## config.mk

```make
export PLATFORM = sky130hd
export DESIGN_NAME = issue_port
export DESIGN_NICKNAME = d
export VERILOG_FILES = /design/src/fetch_pkg.sv /design/src/issue_port.sv
export SDC_FILE = /design/constraint.sdc
export NUM_CORES = 1
export LEC_CHECK = 0
export ABC_AREA = 1
export BUFFER_PORTS_ARGS = -buffer_cell sky130_fd_sc_hd__buf_2
export CAP_MARGIN = 20
export CORE_ASPECT_RATIO = 0.6
export CORE_MARGIN = 4
export CORE_UTILIZATION = 36
export CTS_CLUSTER_DIAMETER = 50
export DETAILED_ROUTE_END_ITERATION = 7
export HOLD_SLACK_MARGIN = 0.03
export PLACE_DENSITY = 0.82
export SETUP_SLACK_MARGIN = 0.02
export SYNTH_ARGS = -nofsm -noshare
export SYNTH_HDL_FRONTEND = slang
export SYNTH_SLANG_ARGS = --single-unit
```

## constraint.sdc

```tcl
create_clock -name clk -period 2.8 [get_ports clk]
set_input_delay 0.84 -clock clk [delete_from_list [all_inputs] [get_ports clk]]
set_output_delay 0.84 -clock clk [all_outputs]
set_load 0.02 [all_outputs]
```

## src/fetch_pkg.sv

```systemverilog
/*
  Shared definitions of the instruction fetch path
  Memory, address and queue sizes, reset pc and NOP fill word
  Store size and issue state enums
  Packed store request and fetch entry structs
*/
package fetch_pkg;

  // Memory geometry, 4 KiB of bytes
  localparam int MEM_SIZE = 4096;
  localparam int ADDR_W   = 12;         // log2 of MEM_SIZE

  localparam logic [ADDR_W-1:0] RESET_PC = '0;

  // Queue sizing
  localparam int QUEUE_DEPTH = 4;
  localparam int QUEUE_PTR_W = $clog2(QUEUE_DEPTH);
  localparam int QUEUE_CNT_W = QUEUE_PTR_W + 1; // Count reaches QUEUE_DEPTH

  // ADDI x0, x0, 0
  localparam logic [31:0] NOP_WORD = 32'h0000_0013;

  // Width of a store, SB / SH / SW
  typedef enum logic [1:0] {
    STORE_B,
    STORE_H,
    STORE_W
  } store_size_e;

  // Store port into the instruction memory, 47 bits
  typedef struct packed {
    logic              valid;
    logic [ADDR_W-1:0] addr;
    logic [31:0]       data;
    store_size_e       size;
  } store_req_t;

  // One fetched instruction, 45 bits
  typedef struct packed {
    logic [ADDR_W-1:0] pc;
    logic [31:0]       instr;           // Upper half zero when compressed
    logic              compressed;
  } fetch_entry_t;

  // Four-phase sender states
  typedef enum logic [1:0] {
    IDLE,
    REQ_HIGH,
    WAIT_ACK_LOW
  } issue_state_e;

endpackage

```

## src/issue_port.sv

```systemverilog
/*
  Issue port
  Four-phase req/ack sender toward the decoder
  Pops one queue entry per handshake into a holding register
  Holds off popping while a redirect flushes the queue
*/
`timescale 1ns/1ns

module issue_port (
  input  logic                    clk,
  input  logic                    rst_n,
  input  logic                    redirect,
  input  logic                    empty,
  input  fetch_pkg::fetch_entry_t head,
  output logic                    pop,
  output logic                    req,
  output fetch_pkg::fetch_entry_t issue,
  input  logic                    ack
);
  import fetch_pkg::*;

  issue_state_e state;
  fetch_entry_t hold;                   // Entry under handshake

  // Take the head only when idle and the queue is not being flushed
  assign pop = (state == IDLE) & ~empty & ~redirect;

  assign req   = (state == REQ_HIGH);
  assign issue = hold;                  // Stable from req rise until ack falls

  // Capture on the pop edge
  always_ff @(posedge clk) begin
    if (pop) begin
      hold <= head;
    end
  end

  // Handshake FSM
  always_ff @(posedge clk) begin
    if (!rst_n) begin
      state <= IDLE;
    end else begin
      case (state)
        IDLE: begin
          if (pop) begin
            state <= REQ_HIGH;          // req high next cycle
          end
        end
        REQ_HIGH: begin
          if (ack) begin
            state <= WAIT_ACK_LOW;      // Drop req
          end
        end
        WAIT_ACK_LOW: begin
          if (!ack) begin
            state <= IDLE;              // Handshake closed
          end
        end
        default: state <= IDLE;
      endcase
    end
  end

endmodule

```

==> impl_metrics.csv <==
group,metric,value,unit
outcome,status,"finished, final reports clean",
hold_path,hold_path_depth,2,
cells_and_area,layout_common_cells,"buf_2 (96), edfxtp_1 (45), clkbuf_8 (6), inv_1 (4)",
logic_synthesis,synth_area,1450,um^2
cells_and_area,drive_gt1_share,64.5,%
clocking,cts_tree,"built",
sta,hold_viol_final,0,
worst_setup_path,cpPeakStageDelay,0.15,ns
sta,rsz0062_at_grt,"false",
grt,track_usage,11.6,%
worst_setup_path,worstReg2RegEnd,"issue[5]$_DFFE_PP_",
worst_setup_path,worstRegToRegCells,4,
cells_and_area,final_common_cell,"buf_2",
cells_and_area,fin_nets,215,
cells_and_area,nFillCells,328,
worst_setup_path,cp-end-kind,"primary output",
sta,fin_crit,2.22,ns
floorplanning,initial_core_util,38.4,%
worst_setup_path,path_class,"in -> out",
clocking,cts.root.buffer_cell,"clkbuf_8",
logic_synthesis,synth_top_area_share,92.9,%
power,irDropWorstVdd,0.000413,V
worst_setup_path,cp_max_fo,2,
power,total_power,1350,uW
route,firstDrtPassIters,3,
cells_and_area,area_growth,44.7,%
hold_path,hp-start,"state[0]$_SDFFE_PN0P_",
grt,grt-ovfl-total,0,
sta,finClkSkew,0.00733,ns
clocking,cts_made_buffers,5,
cells_and_area,multi_input_area,43.8,um^2
route,viasPerCell,4.35,
grt,grt_pass1_vias,980,
sta,setup_viol,0,
logic_synthesis,ys_types,8,
worst_setup_path,crit_path_cell_trace,"buf_2, nor2_1, nand2_1, clkinvlp_4, buf_2",
sta,min_period_over_period,79.2,%
place,place_ws,0.578,ns
clocking,cts_setup_buffers,0,
sta,worstMarginPinSlew,0.544,ns
floorplanning,dieArea,5150,um^2
cells_and_area,num_antenna_cells,0,
clocking,cts.sinks,47,
cells_and_area,seq_area,1390,um^2
floorplanning,core_area,3790,um^2
floorplanning,die_y,57.2,um
route,dr.first_iter.drc_count,20,
power,p_leak,0.000894,uW
power,power_density,641,nW/um^2
cells_and_area,fin_cells,213,
grt,grt_antenna_before_repair,0,
worst_setup_path,critPathLaunchType,"input pin",
route,wl_per_cell,13.6,um
route,ant_nets,0,
clocking,insertion_delay,0.29,ns
logic_synthesis,syn-num-nets,111,
clocking,ctsResizeCount,0,
grt,grt_first_pass_wirelength,4420,um
logic_synthesis,netlist_instances,61,
clocking,clk_pin_slew_worst_paths,0.08,ns
logic_synthesis,synth_warnings,0,
floorplanning,die_x,90.0,um
clocking,holdBufCountCts,0,
worst_setup_path,crit_top_cell,"buf_2",
route,drc,0,
logic_synthesis,synth_area_leaders,"edfxtp_1 (93%), dfxtp_1 (2.8%), inv_1 (1.3%)",
worst_setup_path,critPathSlowestCell,"buf_2",
sta,tns,0,ns
place,port_buffers,96,
job,maxCapViolations,0,
place,routabilityCongestion,0.643,
sta,fmax,451,MHz
sta,setup_slack,0.582,ns
floorplanning,rows,17,
hold_path,hold_end,"state[1]$_SDFFE_PN0P_",
floorplanning,io_pins,97,
sta,slew_violations,0,
route,vias,926,
logic_synthesis,syn_area_per_cell,23.8,um^2
hold_path,hold_class,"reg -> reg",
grt,grt_max_degree,46,
worst_setup_path,r2r_slack,1.31,ns
sta,slew_headroom,63.7,%
worst_setup_path,critical_path_required,1.96,ns
place,dp_cells,205,
worst_setup_path,regToRegStartpoint,"state[1]$_SDFFE_PN0P_",
cells_and_area,postLayoutCoreUtil,55.6,%
place,dp_hpwl,2290,um
worst_setup_path,arrival,1.38,ns
logic_synthesis,synth_largest_area_cell,"edfxtp_1",
clocking,clockBufferDepth,2,
clocking,h-tree-depth,2,
route,routed_wl,2890,um
logic_synthesis,ys_seq_area_share,95.7,%
logic_synthesis,synth-seq-cells,47,
cell families after synthesis:
| kind of cell | after synthesis | share of synthesized area [%] |
|---|---|---|
| AND/OR/NAND/NOR | 7 | 2.06 |
| flip-flops | 47 | 95.7 |
| buffers and inverters | 5 | 1.29 |
| AO/OA/AOI/OAI | 2 | 0.946 |
flip-flops by register name, indices dropped and copies added (netlist names):
name   flops
state      2
issue     45
report_power, final:
part           internal (uW)  total [uW]  switching, uW
sequential               808         815           7.70
clock                    201         411            210
combinational           46.3         123           76.2
total                   1060        1350            294
critical path, delay by kind of cell:
family	cells	cell delay [ns]
buffers and inverters	3	0.33
AND/OR/NAND/NOR	2	0.20
per-stage QoR:
stage          hold slack (ns)  area, um^2
2_1_floorplan            0.481        1460
5_1_grt                  0.541        2100
6_report                 0.511        2100
3_3_place_gp             0.494        2000
3_5_place_dp             0.501        2000
4_1_cts                  0.512        2100
layout make-up:
| type | instances | area share [%] |
|---|---|---|
| clock buffers | 6 | 3.93 |
| clock inverters | 2 | 0.773 |
| inverters | 5 | 1.07 |
| multi-input cells | 9 | 2.08 |
| flip-flops and latches | 47 | 66.2 |
| well taps | 47 | 2.80 |
| repair buffers | 97 | 23.2 |
cells in the mapped netlist:
library cell,count
nand2_1,1
a21oi_2,1
nor2_1,3
a21oi_1,1
dfxtp_1,2
inv_1,5
edfxtp_1,45
nand3_1,3
routing by layer:
metal / wire length [um] / share of wire, % / vias up / global-route usage (%)
li1: - / - / 436 / -
met1: 1090 / 38 / 428 / 12.1
met2: 1310 / 45 / 59 / 17.9
met3: 482 / 17 / 3 / 8.70
met4: 14 / 0.48 / 0 / 4.58
met5: 0 / 0 / - / 0
worst max-delay path by stage:
stage | depth (start not counted) | start | endpoint | slack (ns)
6_report | 5 | empty | pop | 0.58
2_1_floorplan | 3 | empty | pop | 0.33
3_5_place_dp | 5 | empty | pop | 0.58
3_3_place_gp | 5 | empty | pop | 0.59
5_1_grt | 5 | empty | pop | 0.47
4_1_cts | 5 | empty | pop | 0.58
No activity file was read; power rests on OpenSTA's default activity.
