### src/fetch_pkg.sv
/*
  Shared definitions of the instruction fetch path
  Memory, address and queue sizes, reset pc and NOP fill word
  Store size and issue state enums
  Packed store request and fetch entry structs
*/
package fetch_pkg;

  // Memory geometry, 4 KiB of bytes
  localparam int MEM_SIZE = 4096;
  localparam int ADDR_W   = 12;         // log2 of MEM_SIZE

  localparam logic [ADDR_W-1:0] RESET_PC = '0;

  // Queue sizing
  localparam int QUEUE_DEPTH = 4;
  localparam int QUEUE_PTR_W = $clog2(QUEUE_DEPTH);
  localparam int QUEUE_CNT_W = QUEUE_PTR_W + 1; // Count reaches QUEUE_DEPTH

  // ADDI x0, x0, 0
  localparam logic [31:0] NOP_WORD = 32'h0000_0013;

  // Width of a store, SB / SH / SW
  typedef enum logic [1:0] {
    STORE_B,
    STORE_H,
    STORE_W
  } store_size_e;

  // Store port into the instruction memory, 47 bits
  typedef struct packed {
    logic              valid;
    logic [ADDR_W-1:0] addr;
    logic [31:0]       data;
    store_size_e       size;
  } store_req_t;

  // One fetched instruction, 45 bits
  typedef struct packed {
    logic [ADDR_W-1:0] pc;
    logic [31:0]       instr;           // Upper half zero when compressed
    logic              compressed;
  } fetch_entry_t;

  // Four-phase sender states
  typedef enum logic [1:0] {
    IDLE,
    REQ_HIGH,
    WAIT_ACK_LOW
  } issue_state_e;

endpackage

### src/fetch_unit.sv
/*
  Fetch unit
  Program counter with redirect load and queue-full stall
  Instruction length decode from the two low bits
  Builds one fetch entry per cycle and pushes it into the queue
*/
`timescale 1ns/1ns

module fetch_unit (
  input  logic                         clk,
  input  logic                         rst_n,
  input  logic                         redirect,
  input  logic [fetch_pkg::ADDR_W-1:0] redirect_pc,
  output logic [fetch_pkg::ADDR_W-1:0] fetch_addr,
  input  logic [31:0]                  fetch_word,
  output logic                         push,
  output fetch_pkg::fetch_entry_t      entry,
  input  logic                         full
);
  import fetch_pkg::*;

  logic [ADDR_W-1:0] pc;
  logic              fetch_en;          // Set one cycle after reset release
  logic              is_compressed;
  logic [ADDR_W-1:0] step;

  // Memory is read at the current pc
  assign fetch_addr = pc;

  // Low bits 11 mark a 32-bit instruction, anything else is RVC
  assign is_compressed = (fetch_word[1:0] != 2'b11);
  assign step          = is_compressed ? ADDR_W'(2) : ADDR_W'(4);

  // Entry built in the same cycle as the read
  always_comb begin
    entry.pc         = pc;
    entry.compressed = is_compressed;
    if (is_compressed) begin
      entry.instr = {16'h0000, fetch_word[15:0]};   // Drop the next halfword
    end else begin
      entry.instr = fetch_word;
    end
  end

  // No push while the queue is full or being flushed
  assign push = fetch_en & ~full & ~redirect;

  // Fetch enable
  always_ff @(posedge clk) begin
    if (!rst_n) begin
      fetch_en <= 1'b0;
    end else begin
      fetch_en <= 1'b1;
    end
  end

  // Program counter
  // Redirect wins over a normal advance
  always_ff @(posedge clk) begin
    if (!rst_n) begin
      pc <= RESET_PC;
    end else if (redirect) begin
      pc <= {redirect_pc[ADDR_W-1:1], 1'b0};  // Targets are halfword aligned
    end else if (push) begin
      pc <= pc + step;                        // Wraps at MEM_SIZE
    end
    // Full queue holds pc
  end

endmodule

### config.mk
export PLATFORM = sky130hd
export DESIGN_NAME = fetch_unit
export DESIGN_NICKNAME = d
export VERILOG_FILES = /design/src/fetch_pkg.sv /design/src/fetch_unit.sv
export SDC_FILE = /design/constraint.sdc
export NUM_CORES = 1
export LEC_CHECK = 0
export BUFFER_PORTS_ARGS = -buffer_cell sky130_fd_sc_hd__buf_4
export CAP_MARGIN = 20
export CORE_ASPECT_RATIO = 2
export CORE_MARGIN = 2
export CORE_UTILIZATION = 40
export CTS_CLUSTER_SIZE = 16
export DETAILED_ROUTE_END_ITERATION = 12
export GPL_TIMING_DRIVEN = 0
export PLACE_DENSITY_LB_ADDON = 0.15
export SLEW_MARGIN = 40
export SYNTH_ARGS = -nofsm -noshare
export SYNTH_HDL_FRONTEND = slang
export SYNTH_SLANG_ARGS = --single-unit
export TNS_END_PERCENT = 1
### constraint.sdc
create_clock -name clk -period 4.2 [get_ports clk]
set_input_delay 1.05 -clock clk [delete_from_list [all_inputs] [get_ports clk]]
set_output_delay 1.05 -clock clk [all_outputs]
set_load 0.02 [all_outputs]
==> summary.md <==
The tools report the pin count of the biggest net entering global routing as 11. Dividing the detail-routed wire length by the instance count gives 13.43 um. After detailed routing, the total wire length is 3.533 mm. The share of synthesized area occupied by flip-flops and latches was 0.2110; the post-synthesis average cell area was 8.018 um2.

The sequential fraction of design power is 0.298, and the netlist area before placement is 1139 um2. Based on the critical path, the design can be clocked at up to 338.9 MHz. The level count of the clock H-tree came out at 1. The tightest min-delay check is of the flop to flop type. The via count of the routed design was 1337; the filler-free cell count of the finished design was 263. The switching share of total power is 0.3306. The number of hold violations in the final report was 0; the number of library cell types mapped by synthesis was 43. The buffer depth of the longest clock path came out at 2. Counting every sink on the clock net gives 12.

After detailed routing, the number of vias per cell comes to 5.084. The standard cell core area came out at 2736 um2. Buffers added to address setup during post-CTS repair amount to 0. The peak supply drop was 0.3468 mV. The combinational power share was 0.408. The tool flagged a number of max-cap violations equal to 0.

The internal power summed over all cells is 0.3007 mW. Setup violations remaining at the end of the flow were counted as 0. The analysis attributes to cell leakage a power of 0.9779 nW. The flow ran to the end, and the final reports show no timing, DRC or antenna violations.

The count of buffers from port buffering came out at 87. The tools report the total power after layout as 0.4492 mW. The tools report the count of warnings emitted by yosys as 0. In the final design database the tool counted 285 nets. For this run, the leading register cell type out of synthesis is sky130_fd_sc_hd__dfxtp_1.

Of all nets on the critical path, the largest fanout is 10. The clock reaches the later pin of the worst-skew pair after 250 ps. Routability-driven placement finished with a final weighted congestion of 0.8504. After synthesis, the largest family of logic cells by area is simple AND/OR/NAND/NOR gates. Number of antenna violations at the first check in global routing: 0.

The signal on the critical path passes through buf_4, buf_4, clkbuf_1, and3_1, buf_4. The routed design could run at a clock period as short as 2951 ps. After global routing the overflow that remains totals 0. Count of hold-fix buffers inserted at cts: 0. The setup path with the least slack is of type input pin to primary output.

For the post-route cell area, the log shows 1887 um2. The top cell types in the final layout, fill and taps aside, are sky130_fd_sc_hd__buf_4, sky130_fd_sc_hd__and3_1, sky130_fd_sc_hd__dfxtp_1. The most frequent cell on the critical path is sky130_fd_sc_hd__buf_4.

The area growth from synthesis to layout is 65.71%. The data arrival time of the critical path was 1900 ps. CTS placed an instance of sky130_fd_sc_hd__clkbuf_8 at the clock tree root. Once detail routing completed, the nets flagged for antenna violations numbered 0. The tools report the I/O pin total as 106.

The fraction of the mapped netlist area in compound gates is 0.1648. For this run, design rule violations remaining after detail routing come to 0. The kind of end point of the critical path is a primary output.

The tools report the area of the die as 3315 um2. The chip width is 41.73 um, and the portion of the clock cycle consumed by the worst path in the final layout is 0.7025. The initial core utilization is 0.4161, and the power per unit of standard cell area is 238.1 nW/um2. The number of placed instances, taps included, is 259. The fraction of synthesized area in multiplexers is 0, and the count of routing violations after the opening detailed-route iteration is 42.

Xor/xnor share of the synthesized area: 0.04615. The global-route total usage across every layer is 0.2111, and the clock skew after layout is 2.832 ps. The via count of the first global-routing pass was 1260; the global-route wire length before repair was 5.637 mm. The run gives 0 as the number of max-slew violations in the final report.

The clock power share was 0.294; the first-pass iteration count of the detailed router was 4. Final hold analysis gives a worst-case slack of 522.2 ps. For this design the total switching power over the nets is 0.1485 mW. The clock-pin slew reported for the worst setup and hold paths after clock tree synthesis is 60 ps. The die is 79.45 um tall. TritonCTS built the clock tree. The number of placement rows is 27.

The layout cell share with drive strength beyond 1 was 0.5940. Startpoint type of the worst setup path: an input pin. Detailed placement ended at an HPWL of 2.951 mm. Required time reported for the critical path endpoint: 3150 ps. The number of antenna diodes in the final layout is 0. Synthesized flop and latch total: 12. The count of fill cells added during filler insertion was 253; the post-cts repair resize count was 0. In this run, synthesis inferred 0 flip-flops with an integrated enable. The simple-gate share of the synthesized area works out to 0.3066. Setup repair after global routing left no endpoint under its margin. The largest single stage delay on the critical path is 250 ps.

Setup slack on the worst reg-to-reg path comes out at 2560 ps. After technology mapping, the gate count stands at 142. The total cell area at the placement stage is 1832 um2, and the total negative setup slack is 0 ps. The post-synthesis adder-cell area fraction works out to 0.02198.

Clock tree synthesis inserted a total of 3 buffers. Proportion of register bits with asynchronous set or reset after synthesis: 0. The slowest stage of the critical path is the sky130_fd_sc_hd__clkbuf_1 cell.

The most common cell after layout, fill and taps aside was sky130_fd_sc_hd__buf_4.
final timing paths:
kind,start,endpoint,cells after the start
hold reg to reg,fetch_addr[1],fetch_addr[1],2
setup reg to reg,fetch_addr[1],fetch_addr[9],6
hold / removal,fetch_addr[1],fetch_addr[1],2
setup / recovery,fetch_word[1],entry[29],5
metal layers:
layer	vias to the layer above	wire length [um]	GRT usage
li1	657	-	-
met1	606	1163	0.1936
met2	70	2039	0.4391
met3	4	286	0.03620
met4	0	44	0.06774
met5	-	0	0
stage by stage:
stage	util	setup slack, ps
after floorplan	-	1471
after global placement	0.6694	1288
after detailed placement	0.6694	1247
after CTS	0.6895	1245
after global routing	0.6895	1166
final	0.6895	1250
logic make-up after synthesis:
group | Yosys count
other | 1
xor gates and xnor gates | 6
and+or+nand+nor | 57
DFF | 12
adders and majority gates | 2
buffers and inverters | 41
AOI/OAI and AO/OA | 23
flip-flops by register name, summed over array words and instances, names as in the netlist:
name,count
fetch_addr,11
fetch_en,1
Yosys cell counts, drive strengths merged (2+ instances only):
library cell / instances / share of area
buf: 33 / 0.22
o22ai: 3 / 0.029
a21oi: 6 / 0.036
a311oi: 2 / 0.015
ha: 2 / 0.022
clkbuf: 4 / 0.014
o21ai: 5 / 0.022
nand4: 2 / 0.011
inv: 4 / 0.013
nand2: 10 / 0.033
nor3b: 2 / 0.013
and3: 18 / 0.10
xnor2: 6 / 0.046
and4: 2 / 0.016
nor3: 3 / 0.013
dfxtp: 12 / 0.21
nand3: 4 / 0.018
nor2: 7 / 0.023
a31oi: 2 / 0.024
power groups by stage:
| stage | clock network (mW) | logic [mW] | registers [mW] |
|---|---|---|---|
| global placement | 0 | 0.181 | 0.136 |
| global route | 0.137 | 0.196 | 0.136 |
| detailed placement | 0 | 0.184 | 0.136 |
| floorplan | 0 | 0.0991 | 0.143 |
| CTS | 0.132 | 0.184 | 0.134 |
| finish | 0.132 | 0.183 | 0.134 |
layout make-up:
cell class / instances / area (um2) / share of cell area
Tap cell: 29 / 36.28 / 0.01923
Multi-Input combinational cell: 90 / 621.8 / 0.3296
Buffer: 37 / 265.3 / 0.1406
Clock buffer: 4 / 55.05 / 0.02918
Timing Repair Buffer: 87 / 653.1 / 0.3462
Inverter: 4 / 15.01 / 0.007958
Sequential cell: 12 / 240.2 / 0.1273
worst max-delay path: cells and delay by family:
family | cells | cell delay (ps)
buf+inv | 4 | 640
simple gates | 1 | 200
(Power assumes the default switching activity.)
