$ cat src/fetch_pkg.sv
/*
  Shared definitions of the instruction fetch path
  Memory, address and queue sizes, reset pc and NOP fill word
  Store size and issue state enums
  Packed store request and fetch entry structs
*/
package fetch_pkg;

  // Memory geometry, 4 KiB of bytes
  localparam int MEM_SIZE = 4096;
  localparam int ADDR_W   = 12;         // log2 of MEM_SIZE

  localparam logic [ADDR_W-1:0] RESET_PC = '0;

  // Queue sizing
  localparam int QUEUE_DEPTH = 4;
  localparam int QUEUE_PTR_W = $clog2(QUEUE_DEPTH);
  localparam int QUEUE_CNT_W = QUEUE_PTR_W + 1; // Count reaches QUEUE_DEPTH

  // ADDI x0, x0, 0
  localparam logic [31:0] NOP_WORD = 32'h0000_0013;

  // Width of a store, SB / SH / SW
  typedef enum logic [1:0] {
    STORE_B,
    STORE_H,
    STORE_W
  } store_size_e;

  // Store port into the instruction memory, 47 bits
  typedef struct packed {
    logic              valid;
    logic [ADDR_W-1:0] addr;
    logic [31:0]       data;
    store_size_e       size;
  } store_req_t;

  // One fetched instruction, 45 bits
  typedef struct packed {
    logic [ADDR_W-1:0] pc;
    logic [31:0]       instr;           // Upper half zero when compressed
    logic              compressed;
  } fetch_entry_t;

  // Four-phase sender states
  typedef enum logic [1:0] {
    IDLE,
    REQ_HIGH,
    WAIT_ACK_LOW
  } issue_state_e;

endpackage

$ cat src/fetch_queue.sv
/*
  Fetch queue
  Circular buffer of QUEUE_DEPTH fetch entries
  Read / write pointers and an entry count
  Push and pop in the same cycle, synchronous flush
*/
`timescale 1ns/1ns

module fetch_queue (
  input  logic                    clk,
  input  logic                    rst_n,
  input  logic                    flush,
  input  logic                    push,
  input  fetch_pkg::fetch_entry_t push_entry,
  output logic                    full,
  input  logic                    pop,
  output logic                    empty,
  output fetch_pkg::fetch_entry_t head
);
  import fetch_pkg::*;

  fetch_entry_t           slots [QUEUE_DEPTH];
  logic [QUEUE_PTR_W-1:0] wr_ptr;
  logic [QUEUE_PTR_W-1:0] rd_ptr;
  logic [QUEUE_CNT_W-1:0] count;
  logic                   do_push;
  logic                   do_pop;

  assign full  = (count == QUEUE_CNT_W'(QUEUE_DEPTH));
  assign empty = (count == '0);

  // Ignore a push into a full queue or a pop from an empty one
  assign do_push = push & ~full;
  assign do_pop  = pop & ~empty;

  assign head = slots[rd_ptr];          // Oldest entry

  // Payload storage
  always_ff @(posedge clk) begin
    if (do_push) begin
      slots[wr_ptr] <= push_entry;
    end
  end

  // Pointers and count
  always_ff @(posedge clk) begin
    if (!rst_n) begin
      wr_ptr <= '0;
      rd_ptr <= '0;
      count  <= '0;
    end else if (flush) begin
      // Redirect drops every queued entry
      wr_ptr <= '0;
      rd_ptr <= '0;
      count  <= '0;
    end else begin
      if (do_push) begin
        wr_ptr <= wr_ptr + 1'b1;        // Wraps at QUEUE_DEPTH
      end
      if (do_pop) begin
        rd_ptr <= rd_ptr + 1'b1;
      end
      case ({do_push, do_pop})
        2'b10:   count <= count + 1'b1;
        2'b01:   count <= count - 1'b1;
        default: count <= count;        // Both or neither
      endcase
    end
  end

endmodule

$ cat config.mk
export PLATFORM = sky130hd
export DESIGN_NAME = fetch_queue
export DESIGN_NICKNAME = d
export VERILOG_FILES = /design/src/fetch_pkg.sv /design/src/fetch_queue.sv
export SDC_FILE = /design/constraint.sdc
export NUM_CORES = 1
export LEC_CHECK = 0
export BUFFER_PORTS_ARGS = -buffer_cell sky130_fd_sc_hd__buf_4
export CORE_ASPECT_RATIO = 0.75
export CORE_MARGIN = 4
export CORE_UTILIZATION = 45
export DETAILED_ROUTE_END_ITERATION = 12
export PLACE_DENSITY = 0.68
export SETUP_SLACK_MARGIN = 0.15
export SYNTH_ARGS = -nofsm -noshare
export SYNTH_HDL_FRONTEND = slang
export SYNTH_SLANG_ARGS = --single-unit
$ cat constraint.sdc
create_clock -name clk -period 2.7 [get_ports clk]
set_input_delay 0.135 -clock clk [delete_from_list [all_inputs] [get_ports clk]]
set_output_delay 0.135 -clock clk [all_outputs]
set_load 0.01 [all_outputs]
==> flow_summary.yaml, run 1 <==
clock_network:
  cts_max_path_buffers: 2
  clockRootBuffer: "clkbuf_16"
  cts_hold_buf: 45
  clock-sinks: 189
  cts_tree: "yes"
  cts_made_buffers: 17
  clk_latency_ns: 0.42
  cts.htree.levels: 4
  postCtsSetupBuffers: 0
  cts_resized: 0
  clk_pin_slew_worst_paths_ns: 0.07
drt:
  wl_per_cell_um: 19.3
  drc: 0
  ant_nets: 0
  avgViaCountPerCell: 5.09
  drtIter0Drc: 247
  vias: 3392
  finalWirelength_mm: 12.9
  dr.pass1.iters: 4
critical_path:
  path_max_fanout: 6
  endpoint_kind: "register"
  reg2regPathDepth: 9
  path_class: "register to register"
  worst_setup_path_start_kind: "register"
  worstPathRequired_ns: 3.05
  r2r-start: "count[2]"
  cp.arrival_ns: 2.60
  cp-startpoint: "count[2]"
synth:
  syn-num-nets: 346
  synth_top_area_share_pct: 76.9
  synth.ff_latch_count: 189
  netlist_top_cells_area: "edfxtp_1, mux4_2, dfxtp_1"
  ys_types: 24
  synthesis.area_mm2: 0.00703
  synth_cells: 290
  ys_seq_area_share_pct: 79.4
  postSynthAreaPerCell_um2: 24.2
  synth_top_cell_by_area: "edfxtp_1"
  yosys_warnings: 0
timing:
  max_clock_freq_mhz: 446
  slew_headroom_pct: 57.6
  setup_slack_ns: 0.458
  setup_violations: 0
  tightestPinTransition_ns: 0.636
  hold_violations: 0
  fin_setup_tns_ns: 0
  final.setup_skew_ns: 0.00988
  drv_slew: 0
  finalCritPeriodShare_pct: 83.0
  rsz0062_at_grt: "false"
  layout_min_cycle_time_ns: 2.24
placed_design:
  dp_hpwl_mm: 7.97
  port_buffers: 96
  gp_congestion: 0.735
  dpl_worst_slack_ns: 0.485
  place_inst: 589
pwr:
  ir_worst_vdd_mv: 0.420
  p_per_area_mw_per_mm2: 658
  totalPowerFinal_mw: 5.93
  leakage_nw: 3.07
global_routing:
  use_met1_pct: 20.6
  grt-busiest-layer: "met2"
  grt_overflow: 0
  grt_pass1_wl_mm: 20.6
  grt_usage_pct: 15.5
  grt_util_met2_pct: 24.8
  first_global_vias: 3665
  grt_max_degree: 46
  grt_util_met3_pct: 6.00
  antenna_found_initial: 0
die:
  dieHeight_um: 116
  rows: 39
  io_pins: 97
  die_area_mm2: 0.0177
  start_util_pct: 46.0
  fp.dieW_um: 152
  core_mm2: 0.0153
worst_hold_path:
  hp-start: "push"
  worstHoldPathType: "primary input to register"
  worstHoldPathCells: 4
layout:
  areaGrowthSynthToFinish_pct: 28.3
  num_antenna_cells: 0
  most-common-layout-cells: "edfxtp_1, buf_4, dlygate4sd3_1"
  final_common_cell: "edfxtp_1"
  fin_util_pct: 59.0
  drive_gt1_share_pct: 39.3
  final_cells: 666
  nets: 504
run:
  max-cap-violations: 0
outcome:
  run_status: "finished clean"
per-stage QoR:
step | cell area (um^2) | hold slack, ns
floorplan | 7030 | 0.234
CTS | 9020 | 0.0991
finish | 9020 | 0.108
detailed placement | 8040 | 0.340
global placement | 8040 | 0.335
global route | 9020 | 0.132
logic make-up (layout without fill, tap and decap cells):
kind of cell	Yosys count	in the layout	synth area share (%)
AO/OA/AOI/OAI	9	9	0.712
XOR/XNOR	3	3	0.374
adder cells (fa/ha/maj)	6	6	1.17
buffers and inverters	20	191	2.19
flip-flops	189	189	79.4
multiplexers	45	45	14.7
AND/OR/NAND/NOR	18	18	1.44
critical path, cell delays in order, from the launching register on:
cell and delay, ns:
dfxtp_1 0.39, nor3b_2 0.31, nor2_1 0.15, inv_1 0.08, ha_1 0.18, inv_1 0.06, fa_1 0.38, xor2_1 0.16
or3_1 0.31, a21oi_1 0.15
Yosys cell counts (all sizes together):
cell type,n
dfxtp,9
and2,4
nor3,1
or3,3
buf,9
fa,1
o31ai,2
nand2b,1
edfxtp,180
o21ai,3
clkbuf,2
ha,5
inv,9
nor2,6
or4,1
nand2,1
xor2,3
a21oi,4
nor3b,1
mux4,45
registers in the layout (all words and copies together), names as in the netlist, named ones only:
register	cells
slots	180
count	3
rd_ptr	2
wr_ptr	2
report_power, final:
group / internal, mW / switching [mW]
combinational: 0.231 / 0.181
clock: 1.17 / 1.03
sequential: 3.29 / 0.0229
total: 4.69 / 1.24
routing by layer:
layer,up-vias,share of wire (%)
met5,-,0
met4,0,0.92
met3,12,7.1
met2,103,48
met1,1745,44
li1,1532,-
path summary, 6_finish.rpt:
path / end / slack [ns]
setup / recovery: count[2] / 0.46
hold / removal: wr_ptr[0] / 0.11
setup reg to reg: count[2] / 0.46
hold reg to reg: wr_ptr[0] / 0.54
area by class of cell:
cell class	instances	area, um^2
fillers	1134	6250
flip-flops and latches	189	5590
repair buffers	150	1310
multi-input cells	81	1300
clock buffers	18	429
well taps	205	256
clock inverters	14	97.6
inverters	9	33.8
(Power assumes the default switching activity.)
==> inputs of run 2 (changes only) <==
--- a/config.mk
+++ b/config.mk
@@ -10,7 +10,7 @@
 export CORE_MARGIN = 4
 export CORE_UTILIZATION = 45
 export DETAILED_ROUTE_END_ITERATION = 12
-export PLACE_DENSITY = 0.68
+export PLACE_DENSITY = 0.7
 export SETUP_SLACK_MARGIN = 0.15
 export SYNTH_ARGS = -nofsm -noshare
 export SYNTH_HDL_FRONTEND = slang
==> constraint.sdc (replaced) <==
create_clock -name clk -period 2 [get_ports clk]
set_input_delay 0.1 -clock clk [delete_from_list [all_inputs] [get_ports clk]]
set_output_delay 0.1 -clock clk [all_outputs]
set_load 0.01 [all_outputs]
==> flow_summary.yaml, run 2 (synthesis results as in run 1) <==
outcome:
  run_status: "finished clean"
worst_hold_path:
  worstHoldPathType: "primary input to register"
layout:
  reg_top3: "slots x180, count x3"
  fill_cells: 1064
  nets: 519
  num_antenna_cells: 0
  most-common-layout-cells: "edfxtp_1, buf_4, buf_6"
  drive_gt1_share_pct: 43.9
  fin_area_mm2: 0.00947
  final_cells: 681
  top_register: "slots"
  areaGrowthSynthToFinish_pct: 34.6
  largest_reg_flops: 180
  final_common_cell: "edfxtp_1"
global_routing:
  grt_usage_pct: 15.5
  antenna_found_initial: 0
  grt_pass1_wl_mm: 20.8
  grt_overflow: 0
  first_global_vias: 3740
  grt_max_degree: 46
clock_network:
  clk_pin_slew_worst_paths_ns: 0.06
  clk_latency_ns: 0.41
  cts.htree.levels: 4
  clock-sinks: 189
  cts_made_buffers: 17
  clockRootBuffer: "clkbuf_16"
  cts_max_path_buffers: 2
  cts_tree: "yes"
pwr:
  clkPwrFrac_pct: 39.2
  leakage_nw: 3.23
  pwr-share-comb_pct: 7.6
  ir_worst_vdd_mv: 0.739
  totalPowerFinal_mw: 8.39
  power_frac_seq_pct: 53.2
  switchingPower_mw: 1.63
  swShare_pct: 19.4
  p_per_area_mw_per_mm2: 887
  p_int_mw: 6.77
critical_path:
  cp.arrival_ns: 2.27
  path_cells: "nor3b_4, nor2_2, inv_2, ha_4, inv_2, fa_2, xor2_2, or3_1, a21oi_1"
  worst_setup_path_start_kind: "register"
  slowest_stage: "dfxtp_4"
  r2r_slack_ns: 0.06
  crit_path_frequent_cell: "inv_2"
  critPathTopFamily: "simple AND/OR/NAND/NOR gates"
  crit_buf_inv: 2
  path_class: "register to register"
  path_max_fanout: 4
  endpoint_kind: "register"
  crit_path_max_incr_delay_ns: 0.37
  worstPathRequired_ns: 2.33
drt:
  wl_per_cell_um: 19.4
  avgViaCountPerCell: 5.04
  drtIter0Drc: 252
  ant_nets: 0
  dr.pass1.iters: 4
  drc: 0
  finalWirelength_mm: 13.2
  vias: 3434
timing:
  finalCritPeriodShare_pct: 97.1
  layout_min_cycle_time_ns: 1.94
  rsz0062_at_grt: "true"
  drv_slew: 0
  fin_setup_tns_ns: 0
  max_clock_freq_mhz: 515
  setup_violations: 0
  slew_headroom_pct: 74.4
  hold_violations: 0
  tightestPinTransition_ns: 0.382
  final.setup_skew_ns: 0.00427
die:
  rows: 39
  io_pins: 97
  core_mm2: 0.0153
  start_util_pct: 46.0
  dieHeight_um: 116
  fp.dieW_um: 152
  die_area_mm2: 0.0177
run:
  max-cap-violations: 0
placed_design:
  gp_congestion: 0.701
  dp_hpwl_mm: 7.93
  place_inst: 596
  port_buffers: 96
  placed_area_mm2: 0.00814
-- run 2: area by class of cell --
type | instances | area [um^2] | area share (%)
Clock buffer | 20 | 437 | 4.61
Timing Repair Buffer | 165 | 1680 | 17.7
Sequential cell | 189 | 5600 | 59.2
Clock inverter | 12 | 145 | 1.53
Multi-Input combinational cell | 81 | 1320 | 13.9
Tap cell | 205 | 256 | 2.71
Inverter | 9 | 33.8 | 0.357
-- run 2: worst paths after layout --
path / startpoint / end / cells after the start
max reg2reg: count[1] / count[2] / 9
min reg2reg: rd_ptr[1] / register / 2
min: pop / register / 4
max: count[1] / count[2] / 9
-- run 2: routing by layer --
| layer | vias to the layer above | global-route usage, % | share of wire (%) |
|---|---|---|---|
| met5 | - | 0 | 0 |
| met1 | 1773 | 20.8 | 45 |
| met3 | 12 | 5.07 | 5.0 |
| met2 | 97 | 25.1 | 49 |
| met4 | 0 | 3.95 | 0.88 |
| li1 | 1552 | - | - |
-- run 2: worst reg2reg max path, delay by kind of cell (launching register included) --
| family | cells | cell delay (ns) |
|---|---|---|
| xor+xnor | 1 | 0.16 |
| flops | 1 | 0.37 |
| compound gates | 1 | 0.14 |
| fa+ha+maj | 2 | 0.49 |
| simple gates | 3 | 0.60 |
| buf+inv | 2 | 0.10 |
-- run 2: power groups by stage --
stage	sequential, mW	combinational [mW]	clock (mW)
final	4.46	0.641	3.29
after global routing	4.47	0.690	3.57
after CTS	4.46	0.611	3.37
after detailed placement	4.55	0.500	0
after global placement	4.54	0.488	0
after floorplan	4.54	0.218	0
-- run 2: what timing repair did --
action,in CTS,in global routing
pin swaps,1,0
gates cloned,1,1
buffers inserted,6,0
endpoints found under the hold margin,180,0
resized for setup,29,35
endpoints found under the setup margin,41,44
hold buffers,45,0
-- run 2: through the flow --
stage	hold WS, ns	worst slack (ns)	utilization (%)
after floorplan	0.199	0.0470	-
after global placement	0.299	0.0770	53.3
after detailed placement	0.304	0.0244	53.3
after CTS	0.0771	0.0890	61.1
after global routing	0.111	-0.0240	62.0
final	0.0890	0.0590	62.0
==> inputs of run 3 (changes only) <==
==> constraint.sdc (replaced) <==
create_clock -name clk -period 2 [get_ports clk]
set_input_delay 0.4 -clock clk [delete_from_list [all_inputs] [get_ports clk]]
set_output_delay 0.4 -clock clk [all_outputs]
set_load 0.01 [all_outputs]
==> flow_summary.yaml, run 3 (synthesis results as in run 1) <==
pwr:
  totalPowerFinal_mw: 8.87
  leakage_nw: 3.09
  clkPwrFrac_pct: 43.4
  p_int_mw: 7.23
  switchingPower_mw: 1.65
  power_frac_seq_pct: 50.3
  ir_worst_vdd_mv: 0.589
  p_per_area_mw_per_mm2: 975
  pwr-share-comb_pct: 6.3
  swShare_pct: 18.6
layout:
  final_common_cell: "edfxtp_1"
  final_cells: 634
  largest_reg_flops: 180
  fin_area_mm2: 0.00910
  num_antenna_cells: 0
  most-common-layout-cells: "edfxtp_1, buf_4, mux4_2"
  areaGrowthSynthToFinish_pct: 29.4
  nets: 473
  top_register: "slots"
  reg_top3: "slots x180, count x3"
  drive_gt1_share_pct: 49.0
run:
  max-cap-violations: 0
clock_network:
  cts.htree.levels: 4
  cts_hold_buf: 0
  cts_max_path_buffers: 2
  clk_pin_slew_worst_paths_ns: 0.07
  clock-sinks: 189
  cts_tree: "yes"
  cts_made_buffers: 17
  clockRootBuffer: "clkbuf_16"
  clk_latency_ns: 0.42
timing:
  max_clock_freq_mhz: 459
  layout_min_cycle_time_ns: 2.18
  hold_ws_ns: 0.175
  setup_slack_ns: -0.180
  finalCritPeriodShare_pct: 109
  drv_slew: 0
  tightestPinTransition_ns: 0.322
  final.setup_skew_ns: 0.00699
  slew_headroom_pct: 78.5
  rsz0062_at_grt: "true"
  hold_violations: 0
  setup_violations: 45
critical_path:
  slowest_stage: "mux4_2"
  worstPathRequired_ns: 1.60
  crit_path_max_incr_delay_ns: 0.52
  path_max_fanout: 6
  path_cells: "buf_12, buf_16, mux4_2, buf_6"
  cp.arrival_ns: 1.78
  worst_setup_path_start_kind: "register"
  endpoint_kind: "output port"
  path_class: "register to output port"
global_routing:
  first_global_vias: 3463
  grt_max_degree: 36
  grt_pass1_wl_mm: 19.7
  grt_usage_pct: 15.0
  grt_overflow: 0
  antenna_found_initial: 0
drt:
  avgViaCountPerCell: 5.16
  vias: 3272
  drtIter0Drc: 252
  dr.pass1.iters: 4
  finalWirelength_mm: 12.6
  wl_per_cell_um: 19.8
  ant_nets: 0
  drc: 0
die:
  dieHeight_um: 116
  start_util_pct: 46.0
  io_pins: 97
  core_mm2: 0.0153
  fp.dieW_um: 152
  die_area_mm2: 0.0177
  rows: 39
placed_design:
  port_buffers: 96
  place_inst: 595
  gp_congestion: 0.733
  dp_hpwl_mm: 7.62
  placed_area_mm2: 0.00811
outcome:
  run_status: "finished with violations"
  failed_checks: "negative setup slack"
worst_hold_path:
  worstHoldPathType: "primary input to register"
[run 3: cell types whose count changed in the layout (fill, tap and decap cells not counted), sizes merged]
cell	change
inv	+3
clkinv	-5
bufinv	+4
clkinvlp	-1
dlygate4sd3	-45
clkbuf	-3
[run 3: final cells by class]
type	count	area [um^2]
well taps	205	256
multi-input cells	81	1310
repair buffers	119	1210
clock buffers	18	429
inverters	9	33.8
flip-flops and latches	189	5600
clock inverters	13	256
fillers	1113	6170
[run 3: what timing repair did]
| item | 4_1_cts | 5_1_grt |
|---|---|---|
| gates cloned | 3 | 0 |
| pin swaps | 1 | 0 |
| gates resized for setup | 50 | 7 |
| setup endpoints to repair | 47 | 47 |
| buffers inserted | 4 | 1 |
[run 3: final timing paths]
path	start	end	slack, ns	cells after the start
worst max-delay path	register	head[20]	-0.18	4
worst min-delay path	push_entry[15]	slots[3][15]	0.17	1
worst max register to register	count[1]	count[2]	0.11	9
worst min register to register	rd_ptr[1]	register	0.49	2
[run 3: power by group through the flow]
stage	clock, mW	sequential, mW	combinational, mW
finish	3.85	4.46	0.562
global route	4.14	4.47	0.605
CTS	3.95	4.46	0.568
detailed placement	0	4.55	0.500
global placement	0	4.54	0.487
floorplan	0	4.54	0.218
[run 3: routing by layer]
metal / up-vias / GRT usage [%] / routed length (um)
met1: 1700 / 20.7 / 5830
met4: 0 / 4.31 / 96
met3: 13 / 5.37 / 690
li1: 1462 / - / -
met2: 97 / 23.1 / 5970
met5: - / 0 / 0
[run 3: metrics by stage]
stage | worst slack, ns | util (%) | setup TNS [ns]
detailed placement | -0.0140 | 53.1 | -0.0140
floorplan | 0.0470 | - | 0
global placement | 0.0901 | 53.1 | 0
finish | -0.180 | 59.6 | -5.88
CTS | -0.207 | 59.4 | -7.29
global route | -0.255 | 59.6 | -9.35
[run 3: worst max-delay path, delay by kind of cell (launching register included)]
family	cells	cell delay, ns
buffers and inverters	3	0.41
DFF	1	0.43
muxes	1	0.52
